$ cat config.mk
export PLATFORM = sky130hd
export DESIGN_NAME = pcie_rx_top
export DESIGN_NICKNAME = d
export VERILOG_FILES = /design/src/hw/pcie_rx_pkg.sv /design/src/hw/sync_fifo.sv /design/src/hw/head_upd_monitor.sv /design/src/hw/rx_meta_merger.sv /design/src/hw/ctrl_regs.sv /design/src/hw/pcie_rx_top.sv
export SDC_FILE = /design/constraint.sdc
export NUM_CORES = 2
export LEC_CHECK = 0
export BUFFER_PORTS_ARGS = -buffer_cell sky130_fd_sc_hd__buf_2
export CORE_MARGIN = 10
export CORE_UTILIZATION = 55
export CTS_CLUSTER_DIAMETER = 100
export CTS_CLUSTER_SIZE = 14
export DETAILED_ROUTE_END_ITERATION = 7
export HOLD_SLACK_MARGIN = 0.15
export PLACE_DENSITY_LB_ADDON = 0.1
export REMOVE_ABC_BUFFERS = 1
export SYNTH_ARGS = -nofsm -noshare
export SYNTH_HDL_FRONTEND = slang
export SYNTH_HIERARCHICAL = 1
export SYNTH_SLANG_ARGS = --single-unit
$ cat constraint.sdc
create_clock -name pcie_clk -period 9 [get_ports pcie_clk]
set_input_delay 0.45 -clock pcie_clk [delete_from_list [all_inputs] [get_ports pcie_clk]]
set_output_delay 0.45 -clock pcie_clk [all_outputs]
set_load 0.02 [all_outputs]
$ cat src/hw/pcie_rx_pkg.sv
`default_nettype none

package pcie_rx_pkg;

    localparam int FLOW_IDX_WIDTH = 8;
    localparam int MAX_NB_FLOWS = 256;
    localparam int APP_IDX_WIDTH = 4;
    localparam int PKT_SIZE_WIDTH = 16;

    // Each packet queue owns one 4 KB page of the MMIO space
    localparam int MMIO_ADDR_WIDTH = 26;
    localparam int QUEUE_PAGE_LSB = 12;
    localparam int REG_SIZE_BYTES = 4;
    localparam int HEAD_REG_IDX = 1;

    localparam logic [31:0] CTRL_ADDR = 32'h0;
    localparam logic [31:0] IGNORED_CNT_ADDR = 32'h4;
    localparam logic [31:0] HEAD_UPD_CNT_ADDR = 32'h8;

    localparam int SW_RESET_BIT = 27;
    localparam int DISABLE_BIT = 0;

    typedef struct packed {
        logic [MMIO_ADDR_WIDTH-1:0] addr;
        logic [63:0]                byte_en;
    } mmio_wr_t;

    typedef struct packed {
        logic [APP_IDX_WIDTH-1:0]  dsc_queue_id;
        logic [FLOW_IDX_WIDTH-1:0] pkt_queue_id;
        logic [PKT_SIZE_WIDTH-1:0] size;
    } pkt_meta_t;

    typedef struct packed {
        logic [APP_IDX_WIDTH-1:0]  dsc_queue_id;
        logic [FLOW_IDX_WIDTH-1:0] pkt_queue_id;
        logic [PKT_SIZE_WIDTH-1:0] size;
        logic                      descriptor_only;
        logic                      needs_dsc;
    } pkt_meta_with_queues_t;

endpackage

`default_nettype wire

$ cat src/hw/sync_fifo.sv
`default_nettype none

module sync_fifo #(
    parameter int DATA_WIDTH = 8,
    parameter int DEPTH = 16
) (
    input  wire                   pcie_clk,
    input  wire                   pcie_reset_n,
    input  wire  [DATA_WIDTH-1:0] in_data,
    input  wire                   in_valid,
    output logic                  in_ready,
    output logic [DATA_WIDTH-1:0] out_data,
    output logic                  out_valid,
    input  wire                   out_ready,
    output logic [31:0]           occup
);

    localparam int PTR_WIDTH = (DEPTH > 1) ? $clog2(DEPTH) : 1;

    logic [DATA_WIDTH-1:0] mem [DEPTH];
    logic [PTR_WIDTH-1:0]  wr_ptr;
    logic [PTR_WIDTH-1:0]  rd_ptr;
    logic [31:0]           count;
    logic                  push;
    logic                  pop;

    // Pointers wrap explicitly so that DEPTH need not be a power of two
    function automatic logic [PTR_WIDTH-1:0] next_ptr(input logic [PTR_WIDTH-1:0] ptr);
        if (ptr == PTR_WIDTH'(DEPTH - 1)) begin
            return '0;
        end
        return ptr + 1'b1;
    endfunction

    assign push = in_valid & in_ready;
    assign pop = out_valid & out_ready;
    assign in_ready = count < 32'(DEPTH);
    assign out_valid = count != 32'd0;
    assign out_data = mem[rd_ptr];
    assign occup = count;

    always_ff @(posedge pcie_clk) begin
        if (push) begin
            mem[wr_ptr] <= in_data;
        end
    end

    always_ff @(posedge pcie_clk) begin
        if (!pcie_reset_n) begin
            wr_ptr <= '0;
            rd_ptr <= '0;
            count <= '0;
        end else begin
            if (push) begin
                wr_ptr <= next_ptr(wr_ptr);
            end
            if (pop) begin
                rd_ptr <= next_ptr(rd_ptr);
            end
            count <= count + 32'(push) - 32'(pop);
        end
    end

    // Producers throttle on occup instead of in_ready, so a push into a full FIFO would be lost
    a_no_push_when_full: assert property (
        @(posedge pcie_clk) disable iff (!pcie_reset_n) in_valid |-> in_ready
    );

endmodule

`default_nettype wire

$ cat src/hw/head_upd_monitor.sv
`default_nettype none

module head_upd_monitor #(
    parameter int HEAD_UPD_QUEUE_LEN = 128
) (
    input  wire                                     pcie_clk,
    input  wire                                     pcie_reset_n,
    input  wire                                     sw_reset,
    input  wire                                     mmio_write,
    input  var pcie_rx_pkg::mmio_wr_t               mmio_wr,
    input  wire  [31:0]                             fifo_occup,
    output logic [pcie_rx_pkg::FLOW_IDX_WIDTH-1:0]  upd_queue_id,
    output logic                                    upd_valid,
    output logic [31:0]                             ignored_cnt
);

    localparam int PAGE_IDX_WIDTH = pcie_rx_pkg::MMIO_ADDR_WIDTH - pcie_rx_pkg::QUEUE_PAGE_LSB;
    localparam int BE_LSB = pcie_rx_pkg::HEAD_REG_IDX * pcie_rx_pkg::REG_SIZE_BYTES;

    logic [PAGE_IDX_WIDTH-1:0] page_idx;
    logic                      head_upd;
    logic                      almost_full;

    // The full page index is kept so that writes beyond the last queue are rejected
    assign page_idx = mmio_wr.addr[pcie_rx_pkg::QUEUE_PAGE_LSB +: PAGE_IDX_WIDTH];

    assign head_upd = mmio_write
        && (page_idx < PAGE_IDX_WIDTH'(pcie_rx_pkg::MAX_NB_FLOWS))
        && (mmio_wr.byte_en[BE_LSB +: pcie_rx_pkg::REG_SIZE_BYTES] == '1);

    // Leaves room for the pushes already in flight
    assign almost_full = fifo_occup > 32'(HEAD_UPD_QUEUE_LEN - 4);

    always_ff @(posedge pcie_clk) begin
        if (!pcie_reset_n) begin
            upd_valid <= 1'b0;
        end else begin
            upd_valid <= head_upd & !almost_full;
        end
    end

    always_ff @(posedge pcie_clk) begin
        if (head_upd & !almost_full) begin
            upd_queue_id <= page_idx[pcie_rx_pkg::FLOW_IDX_WIDTH-1:0];
        end
    end

    // Dropped updates are counted so software can see that it writes heads too often
    always_ff @(posedge pcie_clk) begin
        if (!pcie_reset_n || sw_reset) begin
            ignored_cnt <= '0;
        end else if (head_upd & almost_full) begin
            ignored_cnt <= ignored_cnt + 32'd1;
        end
    end

endmodule

`default_nettype wire

$ cat src/hw/rx_meta_merger.sv
`default_nettype none

module rx_meta_merger #(
    parameter int IN_QUEUE_LEN = 8
) (
    input  wire                                     pcie_clk,
    input  wire                                     pcie_reset_n,
    input  wire                                     sw_reset,
    input  wire  [pcie_rx_pkg::FLOW_IDX_WIDTH-1:0]  upd_queue_id,
    input  wire                                     upd_valid,
    output logic                                    upd_ready,
    input  var pcie_rx_pkg::pkt_meta_t              meta_in,
    input  wire                                     meta_in_valid,
    output logic                                    meta_in_ready,
    output pcie_rx_pkg::pkt_meta_with_queues_t      rec,
    output logic                                    rec_valid,
    input  wire  [31:0]                             out_occup,
    output logic [31:0]                             head_upd_cnt
);

    pcie_rx_pkg::pkt_meta_with_queues_t next_rec;

    logic accept_en;
    logic almost_full;
    logic merge;
    logic upd_take;
    logic meta_take;

    // Half the output FIFO stays free for records still in the register stage
    assign almost_full = out_occup > 32'(IN_QUEUE_LEN / 2);

    // Head updates win, but a packet for the same queue rides along with its update
    always_comb begin
        upd_ready = 1'b0;
        meta_in_ready = 1'b0;
        merge = 1'b0;
        if (accept_en && !almost_full) begin
            upd_ready = 1'b1;
            if (upd_valid) begin
                merge = meta_in_valid && (meta_in.pkt_queue_id == upd_queue_id);
                meta_in_ready = merge;
            end else begin
                meta_in_ready = 1'b1;
            end
        end
    end

    assign upd_take = upd_valid & upd_ready;
    assign meta_take = meta_in_valid & meta_in_ready;

    always_comb begin
        next_rec.dsc_queue_id = '0;
        next_rec.pkt_queue_id = upd_queue_id;
        next_rec.size = '0;
        next_rec.descriptor_only = 1'b1;
        next_rec.needs_dsc = 1'b0;
        if (meta_take) begin
            next_rec.dsc_queue_id = meta_in.dsc_queue_id;
            next_rec.pkt_queue_id = meta_in.pkt_queue_id;
            next_rec.size = meta_in.size;
            next_rec.descriptor_only = 1'b0;
            next_rec.needs_dsc = merge;
        end
    end

    // The input side opens one cycle after reset is released
    always_ff @(posedge pcie_clk) begin
        if (!pcie_reset_n) begin
            accept_en <= 1'b0;
            rec_valid <= 1'b0;
        end else begin
            accept_en <= 1'b1;
            rec_valid <= upd_take | meta_take;
        end
    end

    always_ff @(posedge pcie_clk) begin
        if (upd_take | meta_take) begin
            rec <= next_rec;
        end
    end

    always_ff @(posedge pcie_clk) begin
        if (!pcie_reset_n || sw_reset) begin
            head_upd_cnt <= '0;
        end else if (upd_take) begin
            head_upd_cnt <= head_upd_cnt + 32'd1;
        end
    end

    // The almost full threshold must keep the register stage from overrunning the FIFO
    a_no_rec_into_full: assert property (
        @(posedge pcie_clk) disable iff (!pcie_reset_n)
        rec_valid |-> (out_occup < 32'(IN_QUEUE_LEN))
    );

endmodule

`default_nettype wire

$ cat src/hw/ctrl_regs.sv
`default_nettype none

module ctrl_regs (
    input  wire         pcie_clk,
    input  wire         pcie_reset_n,
    input  wire  [31:0] paddr,
    input  wire         psel,
    input  wire         penable,
    input  wire         pwrite,
    input  wire  [31:0] pwdata,
    output logic [31:0] prdata,
    output logic        pready,
    input  wire  [31:0] ignored_cnt,
    input  wire  [31:0] head_upd_cnt,
    output logic        disable_pcie,
    output logic        sw_reset
);

    logic [31:0] ctrl_reg;
    logic        sw_reset_r1;
    logic        apb_wr;

    assign pready = 1'b1;
    assign apb_wr = psel & penable & pwrite;

    always_ff @(posedge pcie_clk) begin
        if (!pcie_reset_n) begin
            ctrl_reg <= '0;
        end else if (apb_wr && (paddr == pcie_rx_pkg::CTRL_ADDR)) begin
            ctrl_reg <= pwdata;
        end
    end

    assign disable_pcie = ctrl_reg[pcie_rx_pkg::DISABLE_BIT];

    // Software sets and later clears this bit, the statistics stay cleared while it is high
    always_ff @(posedge pcie_clk) begin
        if (!pcie_reset_n) begin
            sw_reset_r1 <= 1'b0;
            sw_reset <= 1'b0;
        end else begin
            sw_reset_r1 <= ctrl_reg[pcie_rx_pkg::SW_RESET_BIT];
            sw_reset <= sw_reset_r1;
        end
    end

    always_comb begin
        prdata = '0;
        if (psel) begin
            case (paddr)
                pcie_rx_pkg::CTRL_ADDR:         prdata = ctrl_reg;
                pcie_rx_pkg::IGNORED_CNT_ADDR:  prdata = ignored_cnt;
                pcie_rx_pkg::HEAD_UPD_CNT_ADDR: prdata = head_upd_cnt;
                default:                        prdata = '0;
            endcase
        end
    end

endmodule

`default_nettype wire

$ cat src/hw/pcie_rx_top.sv
`default_nettype none

module pcie_rx_top #(
    parameter int HEAD_UPD_QUEUE_LEN = 128,
    parameter int IN_QUEUE_LEN = 8
) (
    input  wire                                 pcie_clk,
    input  wire                                 pcie_reset_n,
    input  wire                                 mmio_write,
    input  var pcie_rx_pkg::mmio_wr_t           mmio_wr,
    input  var pcie_rx_pkg::pkt_meta_t          meta_in,
    input  wire                                 meta_in_valid,
    output logic                                meta_in_ready,
    output pcie_rx_pkg::pkt_meta_with_queues_t  rec_out,
    output logic                                rec_out_valid,
    input  wire                                 rec_out_ready,
    input  wire  [31:0]                         paddr,
    input  wire                                 psel,
    input  wire                                 penable,
    input  wire                                 pwrite,
    input  wire  [31:0]                         pwdata,
    output logic [31:0]                         prdata,
    output logic                                pready,
    output logic                                disable_pcie
);

    logic [pcie_rx_pkg::FLOW_IDX_WIDTH-1:0] head_in_data;
    logic                                   head_in_valid;
    logic [pcie_rx_pkg::FLOW_IDX_WIDTH-1:0] head_out_data;
    logic                                   head_out_valid;
    logic                                   head_out_ready;
    logic [31:0]                            head_occup;

    pcie_rx_pkg::pkt_meta_with_queues_t     rec_in_data;
    logic                                   rec_in_valid;
    logic [31:0]                            rec_occup;

    logic [31:0]                            ignored_cnt;
    logic [31:0]                            head_upd_cnt;
    logic                                   sw_reset;

    head_upd_monitor #(
        .HEAD_UPD_QUEUE_LEN (HEAD_UPD_QUEUE_LEN)
    ) head_upd_monitor_inst (
        .pcie_clk     (pcie_clk),
        .pcie_reset_n (pcie_reset_n),
        .sw_reset     (sw_reset),
        .mmio_write   (mmio_write),
        .mmio_wr      (mmio_wr),
        .fifo_occup   (head_occup),
        .upd_queue_id (head_in_data),
        .upd_valid    (head_in_valid),
        .ignored_cnt  (ignored_cnt)
    );

    sync_fifo #(
        .DATA_WIDTH (pcie_rx_pkg::FLOW_IDX_WIDTH),
        .DEPTH      (HEAD_UPD_QUEUE_LEN)
    ) head_upd_queue (
        .pcie_clk     (pcie_clk),
        .pcie_reset_n (pcie_reset_n),
        .in_data      (head_in_data),
        .in_valid     (head_in_valid),
        .in_ready     (),
        .out_data     (head_out_data),
        .out_valid    (head_out_valid),
        .out_ready    (head_out_ready),
        .occup        (head_occup)
    );

    rx_meta_merger #(
        .IN_QUEUE_LEN (IN_QUEUE_LEN)
    ) rx_meta_merger_inst (
        .pcie_clk      (pcie_clk),
        .pcie_reset_n  (pcie_reset_n),
        .sw_reset      (sw_reset),
        .upd_queue_id  (head_out_data),
        .upd_valid     (head_out_valid),
        .upd_ready     (head_out_ready),
        .meta_in       (meta_in),
        .meta_in_valid (meta_in_valid),
        .meta_in_ready (meta_in_ready),
        .rec           (rec_in_data),
        .rec_valid     (rec_in_valid),
        .out_occup     (rec_occup),
        .head_upd_cnt  (head_upd_cnt)
    );

    sync_fifo #(
        .DATA_WIDTH ($bits(pcie_rx_pkg::pkt_meta_with_queues_t)),
        .DEPTH      (IN_QUEUE_LEN)
    ) in_queue (
        .pcie_clk     (pcie_clk),
        .pcie_reset_n (pcie_reset_n),
        .in_data      (rec_in_data),
        .in_valid     (rec_in_valid),
        .in_ready     (),
        .out_data     (rec_out),
        .out_valid    (rec_out_valid),
        .out_ready    (rec_out_ready),
        .occup        (rec_occup)
    );

    ctrl_regs ctrl_regs_inst (
        .pcie_clk     (pcie_clk),
        .pcie_reset_n (pcie_reset_n),
        .paddr        (paddr),
        .psel         (psel),
        .penable      (penable),
        .pwrite       (pwrite),
        .pwdata       (pwdata),
        .prdata       (prdata),
        .pready       (pready),
        .ignored_cnt  (ignored_cnt),
        .head_upd_cnt (head_upd_cnt),
        .disable_pcie (disable_pcie),
        .sw_reset     (sw_reset)
    );

endmodule

`default_nettype wire

==> flow_metrics.py <==
metrics = {
    "power_and_ir_drop": {
        "p_leak_nw": 21.7,
        "peakVddDrop_uv": 169,
        "p_per_area_nw_per_um2": 215,
    },
    "sta": {
        "skew_ps": 33.2,
        "tightestPinTransition_ps": 1290,
        "fmax_mhz": 163,
        "setup_violations": 0,
        "hold_viol_final": 0,
        "setup_tns_ps": 0,
        "fin_worst_hold_slack_ps": 206,
        "rsz0062_at_grt": "no",
        "relSlewSlack_pct": 11.9,
        "fin_crit_sh_pct": 68.3,
        "report.final.slew_viol_count": 0,
        "layout_min_cycle_time_ps": 6150,
    },
    "synthesis": {
        "netlist_instances": 3752,
        "syn_area_per_cell_sq_um": 16.8,
        "yosysWarnings": 6,
        "synthesis.area_sq_um": 62900,
    },
    "job": {
        "cap_violations": 0,
    },
    "run_status": {
        "status": "finished, final reports clean",
    },
    "floorplan": {
        "die_h_um": 358,
        "die_w_um": 358,
        "start_util_pct": 55.7,
        "core-area_sq_um": 113000,
        "ios": 256,
        "fp.dieArea_sq_um": 128000,
        "rows": 123,
    },
    "clocking": {
        "clk_latency_ps": 710,
        "clock_path_buffers": 3,
        "cts_sinks": 1497,
        "clockRootBuffer": "clkbuf_16",
        "cts_buffers": 117,
        "cts_resized": 0,
        "cts.clk_slew.worst_paths_ps": 70,
        "cts_tree": "built",
        "htreeDepth": 3,
    },
    "route": {
        "drt_wl_total_um": 141000,
        "wl_per_cell_um": 25.5,
        "vias": 33900,
        "drtIter0Drc": 2964,
        "ant_nets": 0,
        "drc": 0,
        "via_per_inst": 6.12,
        "dr.pass1.iters": 7,
    },
    "placement": {
        "port_buffers": 182,
        "dp.final_hpwl_um": 88300,
        "gp_congestion": 0.840,
    },
    "setup_path": {
        "cp-end-kind": "primary output",
        "rr_worst_depth": 13,
        "r2r_slack_ps": 3120,
        "crit_fanout": 40,
        "cp.arrival_ps": 5700,
        "r2r_end": "rx_meta_merger_inst/rec[23]",
        "required_ps": 8550,
        "worst_setup_path_start_kind": "flop",
        "crit_type": "reg -> out",
    },
    "final_layout": {
        "layout-drive-gt1-share_pct": 19.9,
        "largest_reg_flops": 1024,
        "area_growth_pct": 10.1,
        "regMostFlops": "head_upd_queue/mem",
        "largestRegisters": "head_upd_queue/mem (1024), in_queue/mem (240)",
        "fin_nets": 4301,
    },
    "global_route": {
        "grt_pass1_vias": 33700,
        "track_usage_pct": 21.9,
        "antenna_found_initial": 2,
        "grt_max_degree": 110,
        "grt_overflow": 0,
        "grt_pass1_wl_um": 213000,
    },
    "hold_path": {
        "hold_start": "pcie_reset_n",
        "holdCritPathClass": "in -> reg",
        "holdPathStages": 3,
        "holdPathEnd": "ctrl_regs_inst/ctrl_reg[10]",
    },
}
layer usage:
layer	routed length [um]	vias to the layer above	share of wire [%]	global-route usage [%]
met3	9270	169	6.6	3.30
li1	-	15200	-	-
met5	0	-	0	0
met4	2970	0	2.1	4.86
met1	61700	17400	44	32.1
met2	67500	1086	48	34.8
worst max-delay path, stage by stage, from the launching register on:
cell       delay, ps
dfxtp_4          830
buf_4            530
mux4_2           330
mux2i_1          120
a22o_1           310
a2111oi_0       1070
a31oi_1          210
nand3_1          320
xor2_1           110
nor3_1           200
nand4_1          250
a21boi_0         350
buf_2            290
timing repair:
action	in CTS	in global routing
buffers inserted	0	0
endpoints found under the hold margin	68	0
hold buffers	68	0
worst max path at each step:
stage / slack (ps) / start / endpoint / cells after the start
final: 2850 / flop / meta_in_ready / 12
after global routing: 2430 / flop / meta_in_ready / 10
after CTS: 2660 / flop / meta_in_ready / 12
after detailed placement: 3040 / flop / rx_meta_merger_inst/rec[12] / 13
after global placement: 3030 / flop / rx_meta_merger_inst/rec[10] / 13
after floorplan: -4430 / flop / rx_meta_merger_inst/rec[0] / 12
cell type report:
cell class              count  area (sq um)
multi-input cells        1963         18600
flip-flops and latches   1497         43000
well taps                1500          1880
repair buffers            308          2080
clock inverters             3          35.0
diodes                      1          2.50
clock buffers             153          3080
fillers                  8253         43800
inverters                 116           435
where the power goes:
group / internal (mW) / switching (mW) / total, mW
clock network: 2.36 / 2.24 / 4.60
logic: 1.14 / 1.45 / 2.60
registers: 7.55 / 0.107 / 7.66
metrics by stage:
step	total power [mW]	utilization, %	setup WS [ps]	cells	cell area [sq um]
after floorplan	9.78	-	-4430	3576	62000
after global placement	10.3	57.9	3030	5316	65400
after detailed placement	10.3	57.9	3040	5316	65400
after CTS	15.0	61.2	2660	5540	69200
after global routing	15.6	61.2	2430	5541	69200
final	14.9	61.2	2850	5541	69200
layout by cell type (no fill, tap or decap), types with 8 or more instances in the layout:
cell type / n
a21o_1: 11
o31ai_1: 20
xor2_1: 28
xnor2_1: 43
nand4_1: 42
a211oi_1: 12
nand2b_1: 29
and2_1: 59
nand3b_1: 10
buf_4: 55
and3_1: 14
and4_1: 10
nor3_1: 22
clkbuf_16: 118
mux2_2: 38
o41ai_1: 8
nand2_1: 169
ha_1: 106
inv_1: 114
edfxtp_1: 1302
mux4_2: 348
nor2_1: 282
buf_2: 181
o21a_1: 8
or3_1: 35
nor4_1: 24
a22oi_1: 24
mux2i_1: 130
a21oi_1: 151
nor2b_1: 46
a31oi_1: 13
clkbuf_1: 35
nand3_1: 50
dfxtp_1: 187
o21bai_1: 10
o21ai_0: 72
or4_1: 18
a22o_1: 8
dlygate4sd3_1: 68
a2111oi_0: 8
(Power assumes the default switching activity.)
